`config.mk`:
```
export PLATFORM = sky130hd
export DESIGN_NAME = fp_multiplier
export DESIGN_NICKNAME = d
export VERILOG_FILES = /design/src/fp_format_pkg.sv /design/src/sig_multiplier.sv /design/src/exp_sign_path.sv /design/src/result_normalizer.sv /design/src/fp_multiplier.sv
export VERILOG_INCLUDE_DIRS = /design/src
export SDC_FILE = /design/constraint.sdc
export NUM_CORES = 2
export LEC_CHECK = 0
export BUFFER_PORTS_ARGS = -buffer_cell sky130_fd_sc_hd__clkbuf_2
export CORE_MARGIN = 8
export CORE_UTILIZATION = 34
export CTS_BUF_LIST = sky130_fd_sc_hd__clkbuf_16
export CTS_CLUSTER_DIAMETER = 100
export DETAILED_ROUTE_END_ITERATION = 8
export GPL_TIMING_DRIVEN = 0
export PLACE_DENSITY_LB_ADDON = 0.15
export SLEW_MARGIN = 15
export SYNTH_ARGS = -nofsm -noshare
export SYNTH_HDL_FRONTEND = slang
export SYNTH_HIERARCHICAL = 1
export SYNTH_SLANG_ARGS = --single-unit
```
`constraint.sdc`:
```
create_clock -name clk_i -period 56.6 [get_ports clk_i]
set_input_delay 5.66 -clock clk_i [delete_from_list [all_inputs] [get_ports clk_i]]
set_output_delay 5.66 -clock clk_i [all_outputs]
set_load 0.005 [all_outputs]
```
`src/fpm_consts.svh`:
```
// Binary32 multiplier constants
`ifndef FPM_CONSTS_SVH
`define FPM_CONSTS_SVH

// ==============================
// Format widths
// ==============================

// Biased exponent field
`define FPM_EXP_W 8
// Stored fraction, hidden bit excluded
`define FPM_FRAC_W 23
// Significand with hidden bit restored
`define FPM_SIG_W 24
// Full significand product
`define FPM_PROD_W 48

// ==============================
// Exponent limits
// ==============================

`define FPM_BIAS 127
// All-ones exponent, infinity and NaN
`define FPM_EXP_MAX 255
// Signed internal exponent, holds -127 up to 383
`define FPM_XEXP_W 10

// Canonical quiet NaN
`define FPM_QNAN 32'h7FC00000

// Default pipeline depth of the significand array
`define FPM_MUL_STAGES 2

`endif

```
`src/fp_format_pkg.sv`:
```
// Binary32 word format
`include "fpm_consts.svh"

package fp_format_pkg;

    // ==============================
    // Operand and result word
    // ==============================

    // One 32-bit word, seen two ways
    // Raw view for whole-word compares and constants
    // Field view for decoding sign, exponent and fraction
    typedef union packed {
        logic [`FPM_EXP_W+`FPM_FRAC_W:0] bits;
        struct packed {
            // Sign, 1 means negative
            logic                   sign;
            // Biased exponent
            logic [`FPM_EXP_W-1:0]  exponent;
            // Fraction without hidden bit
            logic [`FPM_FRAC_W-1:0] fraction;
        } fields;
    } fp_word_u;

endpackage

```
`src/sig_multiplier.sv`:
```
// Pipelined significand multiplier
`include "fpm_consts.svh"

module sig_multiplier #(
    parameter int mul_stages_p = `FPM_MUL_STAGES
) (
    input  logic                     clk_i,
    input  fp_format_pkg::fp_word_u  a_i,
    input  fp_format_pkg::fp_word_u  b_i,
    output logic [`FPM_PROD_W-1:0]   product_o
);

    // Rows handled per stage, last stages may get fewer or none
    localparam int rows_per_stage_lp = (`FPM_SIG_W + mul_stages_p - 1) / mul_stages_p;
    // Zero padding from significand up to product width
    localparam int pad_w_lp = `FPM_PROD_W - `FPM_SIG_W;

    // Multiplicand and multiplier as seen by each stage
    logic [`FPM_SIG_W-1:0]  mcand_q  [mul_stages_p];
    logic [`FPM_SIG_W-1:0]  mplier_q [mul_stages_p];
    // Partial sum leaving each stage
    logic [`FPM_PROD_W-1:0] acc_q    [1:mul_stages_p];

    // ==============================
    // Operand register
    // ==============================

    // Hidden bit is 1 for any nonzero exponent
    always_ff @(posedge clk_i) begin
        mcand_q[0]  <= {(a_i.fields.exponent != '0), a_i.fields.fraction};
        mplier_q[0] <= {(b_i.fields.exponent != '0), b_i.fields.fraction};
    end

    // ==============================
    // Row groups
    // ==============================

    for (genvar s = 0; s < mul_stages_p; s++) begin : g_stage
        localparam int first_row_lp = s * rows_per_stage_lp;

        logic [`FPM_PROD_W-1:0] acc_in;
        logic [`FPM_PROD_W-1:0] acc_sum;

        // First group starts from an empty sum
        if (s == 0) begin : g_first
            assign acc_in = '0;
        end else begin : g_next
            assign acc_in = acc_q[s];
        end

        // Add the shifted multiplicand for each set multiplier bit in this group
        always_comb begin : row_sum
            logic [`FPM_SIG_W-1:0] row_sel;
            acc_sum = acc_in;
            for (int r = 0; r < rows_per_stage_lp; r++) begin
                // Rows past the top bit shift to zero and add nothing
                row_sel = mplier_q[s] >> (first_row_lp + r);
                if (row_sel[0]) begin
                    acc_sum = acc_sum + ({{pad_w_lp{1'b0}}, mcand_q[s]} << (first_row_lp + r));
                end
            end
        end

        always_ff @(posedge clk_i) begin
            acc_q[s+1] <= acc_sum;
        end

        // Operands ride along with their partial sum
        if (s < mul_stages_p - 1) begin : g_fwd
            always_ff @(posedge clk_i) begin
                mcand_q[s+1]  <= mcand_q[s];
                mplier_q[s+1] <= mplier_q[s];
            end
        end
    end

    assign product_o = acc_q[mul_stages_p];

    // Two normal significands are each at least 1.0, so the product is at least 1.0
    assert property (@(posedge clk_i)
        $past((a_i.fields.exponent != '0) && (b_i.fields.exponent != '0), mul_stages_p + 1)
        |-> (product_o[`FPM_PROD_W-1 -: 2] != 2'b00))
        else $error("significand product lost its leading bits");

endmodule

```
`src/exp_sign_path.sv`:
```
// Exponent, sign and operand class path
`include "fpm_consts.svh"

module exp_sign_path #(
    parameter int mul_stages_p = `FPM_MUL_STAGES
) (
    input  logic                           clk_i,
    input  logic                           rst_n_i,
    input  fp_format_pkg::fp_word_u        a_i,
    input  fp_format_pkg::fp_word_u        b_i,
    input  logic                           valid_i,
    output logic                           valid_o,
    output logic                           sign_o,
    output logic signed [`FPM_XEXP_W-1:0]  exp_o,
    output logic                           special_inf_o,
    output logic                           special_zero_o,
    output logic                           invalid_o
);

    // Payload is sign, three class flags and the exponent
    localparam int pay_w_lp = `FPM_XEXP_W + 4;
    localparam int depth_lp = mul_stages_p + 1;

    // Per-operand class
    logic a_exp_max;
    logic b_exp_max;
    logic a_exp_zero;
    logic b_exp_zero;
    logic a_frac_zero;
    logic b_frac_zero;
    logic a_nan;
    logic b_nan;
    logic a_inf;
    logic b_inf;
    logic a_zero;
    logic b_zero;
    logic a_sub;
    logic b_sub;
    // Normal operand, neither end of the exponent range
    logic a_norm;
    logic b_norm;

    // Decided result class
    logic invalid;
    logic special_inf;
    logic special_zero;
    logic sign;
    logic signed [`FPM_XEXP_W-1:0] exp_sum;

    // Delay line
    logic [pay_w_lp-1:0] pay_q [depth_lp];
    logic [depth_lp-1:0] valid_q;

    // ==============================
    // Classification
    // ==============================

    assign a_exp_max   = (a_i.fields.exponent == `FPM_EXP_W'(`FPM_EXP_MAX));
    assign b_exp_max   = (b_i.fields.exponent == `FPM_EXP_W'(`FPM_EXP_MAX));
    assign a_exp_zero  = (a_i.fields.exponent == '0);
    assign b_exp_zero  = (b_i.fields.exponent == '0);
    assign a_frac_zero = (a_i.fields.fraction == '0);
    assign b_frac_zero = (b_i.fields.fraction == '0);

    assign a_nan  = a_exp_max & ~a_frac_zero;
    assign b_nan  = b_exp_max & ~b_frac_zero;
    assign a_inf  = a_exp_max & a_frac_zero;
    assign b_inf  = b_exp_max & b_frac_zero;
    assign a_zero = a_exp_zero & a_frac_zero;
    assign b_zero = b_exp_zero & b_frac_zero;
    // Subnormal inputs are not supported and count as invalid
    assign a_sub  = a_exp_zero & ~a_frac_zero;
    assign b_sub  = b_exp_zero & ~b_frac_zero;
    assign a_norm = ~a_exp_max & ~a_exp_zero;
    assign b_norm = ~b_exp_max & ~b_exp_zero;

    // NaN, infinity times zero or a subnormal input
    assign invalid      = a_nan | b_nan | (a_inf & b_zero) | (a_zero & b_inf) | a_sub | b_sub;
    // Infinity meets infinity or a normal number
    assign special_inf  = (a_inf & (b_inf | b_norm)) | (b_inf & a_norm);
    // Zero meets zero or a normal number
    assign special_zero = (a_zero & (b_zero | b_norm)) | (b_zero & a_norm);

    // ==============================
    // Sign and exponent
    // ==============================

    assign sign = a_i.fields.sign ^ b_i.fields.sign;

    // Zero-extend both fields, then remove one bias
    assign exp_sum = $signed({2'b00, a_i.fields.exponent})
                   + $signed({2'b00, b_i.fields.exponent})
                   - $signed(`FPM_XEXP_W'(`FPM_BIAS));

    // ==============================
    // Delay to meet the product
    // ==============================

    always_ff @(posedge clk_i) begin
        pay_q[0] <= {sign, invalid, special_inf, special_zero, exp_sum};
        for (int i = 1; i < depth_lp; i++) begin
            pay_q[i] <= pay_q[i-1];
        end
    end

    always_ff @(posedge clk_i) begin
        if (!rst_n_i) begin
            valid_q <= '0;
        end else begin
            valid_q <= {valid_q[depth_lp-2:0], valid_i};
        end
    end

    assign valid_o = valid_q[depth_lp-1];
    assign {sign_o, invalid_o, special_inf_o, special_zero_o, exp_o} = pay_q[depth_lp-1];

    // Decoded classes exclude each other at the product stage
    assert property (@(posedge clk_i) disable iff (!rst_n_i)
        valid_o |-> $onehot0({invalid_o, special_inf_o, special_zero_o}))
        else $error("more than one special class at the product stage");

endmodule

```
`src/result_normalizer.sv`:
```
// Product normalizer and output register
`include "fpm_consts.svh"

module result_normalizer (
    input  logic                           clk_i,
    input  logic                           rst_n_i,
    input  logic                           valid_i,
    input  logic                           sign_i,
    input  logic signed [`FPM_XEXP_W-1:0]  exp_i,
    input  logic                           special_inf_i,
    input  logic                           special_zero_i,
    input  logic                           invalid_i,
    input  logic [`FPM_PROD_W-1:0]         product_i,
    output fp_format_pkg::fp_word_u        result_o,
    output logic                           valid_o,
    output logic                           invalid_o,
    output logic                           overflow_o,
    output logic                           underflow_o,
    output logic                           inexact_o,
    output logic                           guard_o,
    output logic                           round_o,
    output logic                           sticky_o
);

    localparam int prod_w_lp = `FPM_PROD_W;
    localparam int frac_w_lp = `FPM_FRAC_W;
    // Fraction sits right below the hidden bit at prod_w_lp - 2
    localparam int frac_lsb_lp = prod_w_lp - 2 - frac_w_lp;
    localparam logic signed [`FPM_XEXP_W-1:0] exp_max_lp = `FPM_XEXP_W'(`FPM_EXP_MAX);

    // Normalized product and exponent
    logic [prod_w_lp-1:0]            norm_prod;
    logic signed [`FPM_XEXP_W-1:0]   norm_exp;
    logic signed [`FPM_XEXP_W-1:0]   shift_full;
    logic [5:0]                      shift_amt;
    logic [2*prod_w_lp-1:0]          denorm_wide;
    logic [prod_w_lp-1:0]            denorm_prod;
    logic [prod_w_lp-1:0]            lost_bits;

    // Next-state values
    fp_format_pkg::fp_word_u result_d;
    logic overflow;
    logic underflow;
    logic guard;
    logic round;
    logic sticky;

    // ==============================
    // Normalization
    // ==============================

    // Product in [1, 4), one right shift at most
    assign norm_prod = product_i[prod_w_lp-1] ? (product_i >> 1) : product_i;
    assign norm_exp  = product_i[prod_w_lp-1] ? (exp_i + 10'sd1) : exp_i;

    // Range checks on the adjusted exponent
    assign overflow  = (norm_exp >= exp_max_lp);
    assign underflow = (norm_exp <= 10'sd0);

    // Gradual underflow shifts by 1 - e, capped at the product width
    assign shift_full = 10'sd1 - norm_exp;

    always_comb begin
        shift_amt = '0;
        if (underflow) begin
            if (shift_full > 10'(prod_w_lp)) begin
                shift_amt = 6'(prod_w_lp);
            end else begin
                shift_amt = shift_full[5:0];
            end
        end
    end

    // Upper half keeps the shifted product, lower half catches what falls out
    assign denorm_wide = {norm_prod, {prod_w_lp{1'b0}}} >> shift_amt;
    assign denorm_prod = denorm_wide[2*prod_w_lp-1:prod_w_lp];
    assign lost_bits   = denorm_wide[prod_w_lp-1:0];

    // ==============================
    // Result selection
    // ==============================

    always_comb begin
        result_d = '0;
        guard    = 1'b0;
        round    = 1'b0;
        sticky   = 1'b0;
        if (invalid_i) begin
            result_d.bits = `FPM_QNAN;
        end else if (special_inf_i || overflow) begin
            // Signed infinity, round bits stay clear
            result_d.fields.sign     = sign_i;
            result_d.fields.exponent = '1;
        end else if (special_zero_i) begin
            result_d.fields.sign = sign_i;
        end else begin
            result_d.fields.sign     = sign_i;
            result_d.fields.exponent = underflow ? '0 : norm_exp[`FPM_EXP_W-1:0];
            result_d.fields.fraction = denorm_prod[frac_lsb_lp +: frac_w_lp];
            guard  = denorm_prod[frac_lsb_lp-1];
            round  = denorm_prod[frac_lsb_lp-2];
            sticky = (denorm_prod[frac_lsb_lp-3:0] != '0) | (lost_bits != '0);
        end
    end

    // ==============================
    // Output register
    // ==============================

    // Result word
    always_ff @(posedge clk_i) begin
        result_o <= result_d;
    end

    // Flags only count on a valid cycle
    always_ff @(posedge clk_i) begin
        if (!rst_n_i) begin
            valid_o     <= 1'b0;
            invalid_o   <= 1'b0;
            overflow_o  <= 1'b0;
            underflow_o <= 1'b0;
            inexact_o   <= 1'b0;
            guard_o     <= 1'b0;
            round_o     <= 1'b0;
            sticky_o    <= 1'b0;
        end else begin
            valid_o     <= valid_i;
            invalid_o   <= valid_i & invalid_i;
            overflow_o  <= valid_i & ~invalid_i & ~special_inf_i & ~special_zero_i & overflow;
            underflow_o <= valid_i & ~invalid_i & ~special_inf_i & ~special_zero_i & underflow;
            // Inexact whenever any dropped bit was set
            inexact_o   <= valid_i & (guard | round | sticky);
            guard_o     <= valid_i & guard;
            round_o     <= valid_i & round;
            sticky_o    <= valid_i & sticky;
        end
    end

    // A result cannot be too large and too small at once
    assert property (@(posedge clk_i) disable iff (!rst_n_i)
        !(overflow_o && underflow_o))
        else $error("overflow and underflow set together");

endmodule

```
`src/fp_multiplier.sv`:
```
// Binary32 multiplier top
`include "fpm_consts.svh"

module fp_multiplier (
    input  logic                     clk_i,
    input  logic                     rst_n_i,
    input  fp_format_pkg::fp_word_u  a_i,
    input  fp_format_pkg::fp_word_u  b_i,
    input  logic                     valid_i,
    output fp_format_pkg::fp_word_u  result_o,
    output logic                     valid_o,
    output logic                     invalid_o,
    output logic                     overflow_o,
    output logic                     underflow_o,
    output logic                     inexact_o,
    output logic                     guard_o,
    output logic                     round_o,
    output logic                     sticky_o
);

    // Latency is mul_stages_lp + 2
    localparam int mul_stages_lp = `FPM_MUL_STAGES;

    // Significand path
    logic [`FPM_PROD_W-1:0] product;

    // Exponent, sign and class path
    logic                          path_valid;
    logic                          path_sign;
    logic signed [`FPM_XEXP_W-1:0] path_exp;
    logic                          path_inf;
    logic                          path_zero;
    logic                          path_invalid;

    // ==============================
    // Parallel paths
    // ==============================

    sig_multiplier #(
        .mul_stages_p (mul_stages_lp)
    ) sig_mul_i (
        .clk_i     (clk_i),
        .a_i       (a_i),
        .b_i       (b_i),
        .product_o (product)
    );

    exp_sign_path #(
        .mul_stages_p (mul_stages_lp)
    ) exp_path_i (
        .clk_i          (clk_i),
        .rst_n_i        (rst_n_i),
        .a_i            (a_i),
        .b_i            (b_i),
        .valid_i        (valid_i),
        .valid_o        (path_valid),
        .sign_o         (path_sign),
        .exp_o          (path_exp),
        .special_inf_o  (path_inf),
        .special_zero_o (path_zero),
        .invalid_o      (path_invalid)
    );

    // ==============================
    // Merge and register
    // ==============================

    result_normalizer normalizer_i (
        .clk_i          (clk_i),
        .rst_n_i        (rst_n_i),
        .valid_i        (path_valid),
        .sign_i         (path_sign),
        .exp_i          (path_exp),
        .special_inf_i  (path_inf),
        .special_zero_i (path_zero),
        .invalid_i      (path_invalid),
        .product_i      (product),
        .result_o       (result_o),
        .valid_o        (valid_o),
        .invalid_o      (invalid_o),
        .overflow_o     (overflow_o),
        .underflow_o    (underflow_o),
        .inexact_o      (inexact_o),
        .guard_o        (guard_o),
        .round_o        (round_o),
        .sticky_o       (sticky_o)
    );

endmodule

```
# After elaboration in Yosys (flattened, before gate mapping)
# Memories as Yosys holds them, arrays and structs flattened.
# Index checks and enable logic that the tools add are counted.
[totals]
ff_bits = 43
mem_count = 4
ram_bits = 234
[mem_list]
columns = ["memory", "words", "width", "read_ports", "rd_ports_with_merged_regs", "wr", "line", "rtl"]
rows = [
  ["sig_mul_i.acc_q", 2, 48, 2, 0, 2, "sig_multiplier.sv:22", "logic [`FPM_PROD_W-1:0] acc_q [1:mul_stages_p];"],
  ["sig_mul_i.mcand_q", 2, 24, 2, 0, 2, "sig_multiplier.sv:19", "logic [`FPM_SIG_W-1:0] mcand_q [mul_stages_p];"],
  ["sig_mul_i.mplier_q", 2, 24, 2, 0, 2, "sig_multiplier.sv:20", "logic [`FPM_SIG_W-1:0] mplier_q [mul_stages_p];"],
  ["exp_path_i.pay_q", 3, 14, 3, 0, 3, "exp_sign_path.sv:51", "logic [pay_w_lp-1:0] pay_q [depth_lp];"],
]
[op_classes]
reduce_logical = 11
eq_ne = 2
mux = 40
bitwise = 48
n_shift = 1
n_lt_le_gt_ge = 3
n_addsub = 27
[ops]
columns = ["cell", "count"]
rows = [
  ["$mux 48", 23],
  ["$shr 96x6->94", 1],
  ["$add 48x25->48", 1],
  ["$add 48x26->48", 1],
  ["$add 48x27->48", 1],
  ["$add 48x28->48", 1],
  ["$add 48x29->48", 1],
  ["$add 48x30->48", 1],
  ["$add 48x31->48", 1],
  ["$add 48x32->48", 1],
  ["$add 48x33->48", 1],
  ["$add 48x34->48", 1],
  ["$add 48x35->48", 1],
  ["$add 48x36->48", 1],
  ["$add 48x37->48", 1],
  ["$add 48x38->48", 1],
  ["$add 48x39->48", 1],
  ["$add 48x40->48", 1],
  ["$add 48x41->48", 1],
  ["$add 48x42->48", 1],
  ["$add 48x43->48", 1],
  ["$add 48x44->48", 1],
  ["$add 48x45->48", 1],
  ["$add 48x46->48", 1],
  ["other kinds (29)", 86],
]

# Longest topological paths before layout
# An unclocked memory read counts as a cell.
[depth]
ltp_word = 25
mapped_depth = 101
mapped_depth_nobuf = 101

# Cells and area by module
# The synthesis kept the hierarchy.
[modules_own_cells]
columns = ["module", "area_each_um2", "n_inst", "cells_per_inst", "seq_area_each_um2"]
rows = [
  ["sig_multiplier", 38947.4, 1, 5340, 3363.2],
  ["result_normalizer", 5885.6, 1, 837, 800.8],
  ["exp_sign_path", 1679.1, 1, 155, 900.9],
]

# Worst setup path before layout
# OpenSTA, ideal clock, no wires.
[synth_path]
kind = "register -> register"
start = "mem sig_mul_i/mcand_q[0][25] (netlist name)"
end = "mem sig_mul_i/acc_q[2][47] (netlist name)"
n_path_buf = 1
path_slack_ns = 38.514
setup_time_ns = 0.115
arrival_time_ns = 17.971
t_required_ns = 56.485
stages_incl_launch_ff = 91
period_less_slack_ns = 18.086
cell_sequence = "dfxtp_1 > inv_1 > fa_1 > nand2b_1 > a21oi_1 > nor2_1 > xnor2_1 > mux2_2 > ha_1 > a21o_1 > a211o_1 > o221ai_1 > a21oi_1 > or3_1 > a21oi_1 > nor2_1 > ha_1 > nand2_1 > [55 not listed] > xor2_1 > mux2i_1 > a311o_1 > ha_1 > nand3_1 > o21ai_0 > nor2_1 > xnor2_1 > mux2_2 > ha_1 > a21oi_1 > nor3b_1 > a31oi_1 > a21o_1 > a21oi_1 > nor2b_1 > o21a_1 > o21a_1"
[synth_lines]
columns = ["item", "line"]
rows = [
  ["start, declared", "sig_multiplier.sv:19"],
  ["end, declared", "sig_multiplier.sv:22"],
]

==> impl_metrics.csv <==
group,metric,value,unit
synth,ys_seq_area_share,10.9,%
cells_and_area,drive_above_1_share,8.18,%
grt,grt_pass1_vias,48024,
critical_path,cp_data_required_time,57070,ps
timing,setup_viol,0,
critical_path,reg2reg_to,"sig_mul_i/acc_q[2][47]$_SDFF_PN0_",
critical_path,endpoint_kind,"flip-flop",
cells_and_area,post-route-util,37.3,%
critical_path,critPathSlowestCell,"a2111oi_0",
timing,fmax,44.4,MHz
placed_design,gp_congestion,0.963,
timing,hold_viol_final,0,
clocking,cts.htree.levels,2,
synth,synth_edf_count,0,
clocking,cts-resized-gates,0,
clocking,cts_tree,"yes",
grt,grt_usage,25.2,%
floorplanning,dieArea,149000,sq um
critical_path,critPathMaxFanout,10,
routing,vias_per_cell,6.10,
min_path,hold_end,"sig_mul_i/acc_q[2][9]$_DFF_P_",
clocking,numClockSinks,253,
floorplanning,die_height,386,um
timing,period_share,39.8,%
timing,min_period,22540,ps
grt,grt_pass1_wl,294000,um
grt,antenna_found_initial,10,
timing,setup_tns,0,ps
synth,ys_warn_count,6,
routing,ant_nets,0,
floorplanning,die_x,386,um
critical_path,critPathMaxStageDelay,920,ps
synth,synth_flop_cell,"dfxtp_1",
synth,synth_nets,7023,
status,status,"finished, final reports clean",
placed_design,place_area,49300,sq um
clocking,post_cts_buffers,0,
placed_design,pre_cts_ws,34550,ps
routing,route.vias.total,50565,
synth,avgSynthCellArea,7.35,sq um
floorplanning,io_pins,107,
routing,wire_per_inst,23.8,um
routing,dr.pass1.iters,6,
timing,report.final.slew_viol_count,0,
synth,synth_most_common_cell,"nand2_1",
placed_design,dp_hpwl,157000,um
timing,fin_skew,17.3,ps
min_path,hp-class,"flip-flop to flip-flop",
min_path,holdPathStages,0,
routing,drc,0,
critical_path,cp_data_arrival_time,23010,ps
clocking,ctsLongestPathBuffers,3,
synth,synth_area_leaders,"ha_1, dfxtp_1, a21oi_1, nand2_1, o21ai_0",
synth,synth.distinct_cells,114,
synth,synthArstFlopShare,0,%
critical_path,reg2reg_depth,87,
grt,grt_max_degree,22,
timing,worst_slack,34060,ps
job,cap_violations,0,
synth,synthesis.instances,6332,
timing,worst_pin_slew,1380,ps
critical_path,regToRegSetupSlack,34060,ps
cells_and_area,area_delta_synth_final,8.64,%
routing,drt_iter0_drc,4296,
clocking,hold_buffers,0,
clocking,cts_buffers,35,
clocking,clk_latency,590,ps
synth,synth_area,46500,sq um
placed_design,portBuffers,106,
synth,synth-seq-cells,253,
synth,netlist.area_leader.share,16.1,%
clocking,clk_pin_slew_worst_paths,60,ps
timing,rsz0062_at_grt,"no",
clocking,root_buffer,"clkbuf_16",
min_path,min-delay-start,"sig_mul_i/acc_q[1][9]$_DFF_P_",
synth,yosys-top-cells-count,"nand2_1, ha_1, a21oi_1",
floorplanning,start_util,34.3,%
synth,yosys.area.top_type,"ha_1",
cells_and_area,final_nets,7169,
critical_path,r2r-start,"sig_mul_i/mplier_q[0][36]$_DFF_P_",
timing,max-slew-margin-rel,8.19,%
floorplanning,num_rows,135,
critical_path,path_class,"flip-flop to flip-flop",
floorplanning,core_area,136000,sq um
cells_and_area,final_cell_area,50500,sq um
routing,finalWirelength,197000,um
critical_path,crit_path_start_kind,"flip-flop",
grt,overflow,0,
[worst max-delay path, delay by kind of cell, from the launching register on]
family	cells	cell delay (ps)
AO/OA/AOI/OAI	40	9950
XOR/XNOR	8	1110
adder cells (fa/ha/maj)	11	3820
buffers and inverters	7	2870
flip-flops	1	350
multiplexers	6	1630
AND/OR/NAND/NOR	15	2610
[sequential cells by signal, summed over array words and instances (netlist names)]
signal / flops
normalizer_i/invalid_o: 1
normalizer_i/sticky_o: 1
sig_mul_i/mcand_q: 48
normalizer_i/guard_o: 1
normalizer_i/round_o: 1
normalizer_i/inexact_o: 1
normalizer_i/overflow_o: 1
sig_mul_i/acc_q: 84
normalizer_i/result_o: 32
normalizer_i/underflow_o: 1
exp_path_i/valid_q: 3
sig_mul_i/mplier_q: 36
exp_path_i/pay_q: 42
normalizer_i/valid_o: 1
[metrics by stage]
stage | cells | hold WS (ps)
final | 8287 | 325
after global routing | 8285 | 333
after CTS | 8285 | 325
after detailed placement | 8222 | 312
after global placement | 8219 | 311
after floorplan | 6332 | 310
[logic make-up (layout without fill, tap and decap cells)]
kind of cell             Yosys count  in the layout  synth area share, %
AO/OA/AOI/OAI                   2345           2345                 34.1
AND/OR/NAND/NOR                 1994           1994                 20.4
adder cells (fa/ha/maj)          624            624                 17.2
buffers and inverters            466            638                 3.97
XOR/XNOR                         379            379                 7.14
multiplexers                     271            271                 6.32
flip-flops                       253            253                 10.9
other                              0              2                    0
[per-layer routing]
layer / wire length (um) / vias to the layer above / GRT usage [%]
met1: 86300 / 24159 / 32.6
met2: 92000 / 1750 / 43.2
li1: - / 24275 / -
met3: 11300 / 377 / 2.69
met4: 7810 / 4 / 9.02
met5: 24 / - / 0
[cell type report]
type | count | area (sq um)
inverters | 246 | 923
diodes | 2 | 5.00
fillers | 14606 | 85100
multi-input cells | 5613 | 39600
clock buffers | 35 | 876
plain buffers | 220 | 923
repair buffers | 109 | 578
well taps | 1781 | 2230
flip-flops and latches | 253 | 5080
clock inverters | 28 | 295
[layout by cell type (no fill, tap or decap), types with 58 or more instances in the layout]
master,netlist,final
nand2_1,612,612
ha_1,600,600
a21oi_1,532,532
nor2_1,518,518
o21ai_0,417,417
inv_1,237,243
dfxtp_1,253,240
xnor2_1,234,234
a21o_1,229,229
mux2_2,171,171
clkbuf_1,156,156
nor3_1,154,154
nand3_1,150,150
o21a_1,145,145
xor2_1,145,145
a211oi_1,118,118
clkbuf_2,0,106
nand2b_1,100,100
mux2i_1,97,97
a31oi_1,94,94
o31ai_1,74,74
o211ai_1,73,73
o21bai_1,71,71
nor2b_1,63,63
and2_1,61,61
or3_1,61,61
and3_1,58,58
[worst max-delay path by stage]
stage                                           start                                end  cells past startpoint
floorplan            sig_mul_i/mcand_q[0][25]$_DFF_P_  sig_mul_i/acc_q[2][47]$_SDFF_PN0_                     90
global placement     sig_mul_i/mcand_q[0][25]$_DFF_P_     sig_mul_i/acc_q[2][46]$_DFF_P_                     88
detailed placement  sig_mul_i/mplier_q[0][36]$_DFF_P_  sig_mul_i/acc_q[2][47]$_SDFF_PN0_                     87
CTS                 sig_mul_i/mplier_q[0][36]$_DFF_P_  sig_mul_i/acc_q[2][47]$_SDFF_PN0_                     87
global route        sig_mul_i/mplier_q[0][36]$_DFF_P_     sig_mul_i/acc_q[2][46]$_DFF_P_                     85
finish              sig_mul_i/mplier_q[0][36]$_DFF_P_  sig_mul_i/acc_q[2][47]$_SDFF_PN0_                     87
Power is left out: the tool's default activity adds up to more than one toggle a clock period on the data nets, which glitch-free logic cannot reach.
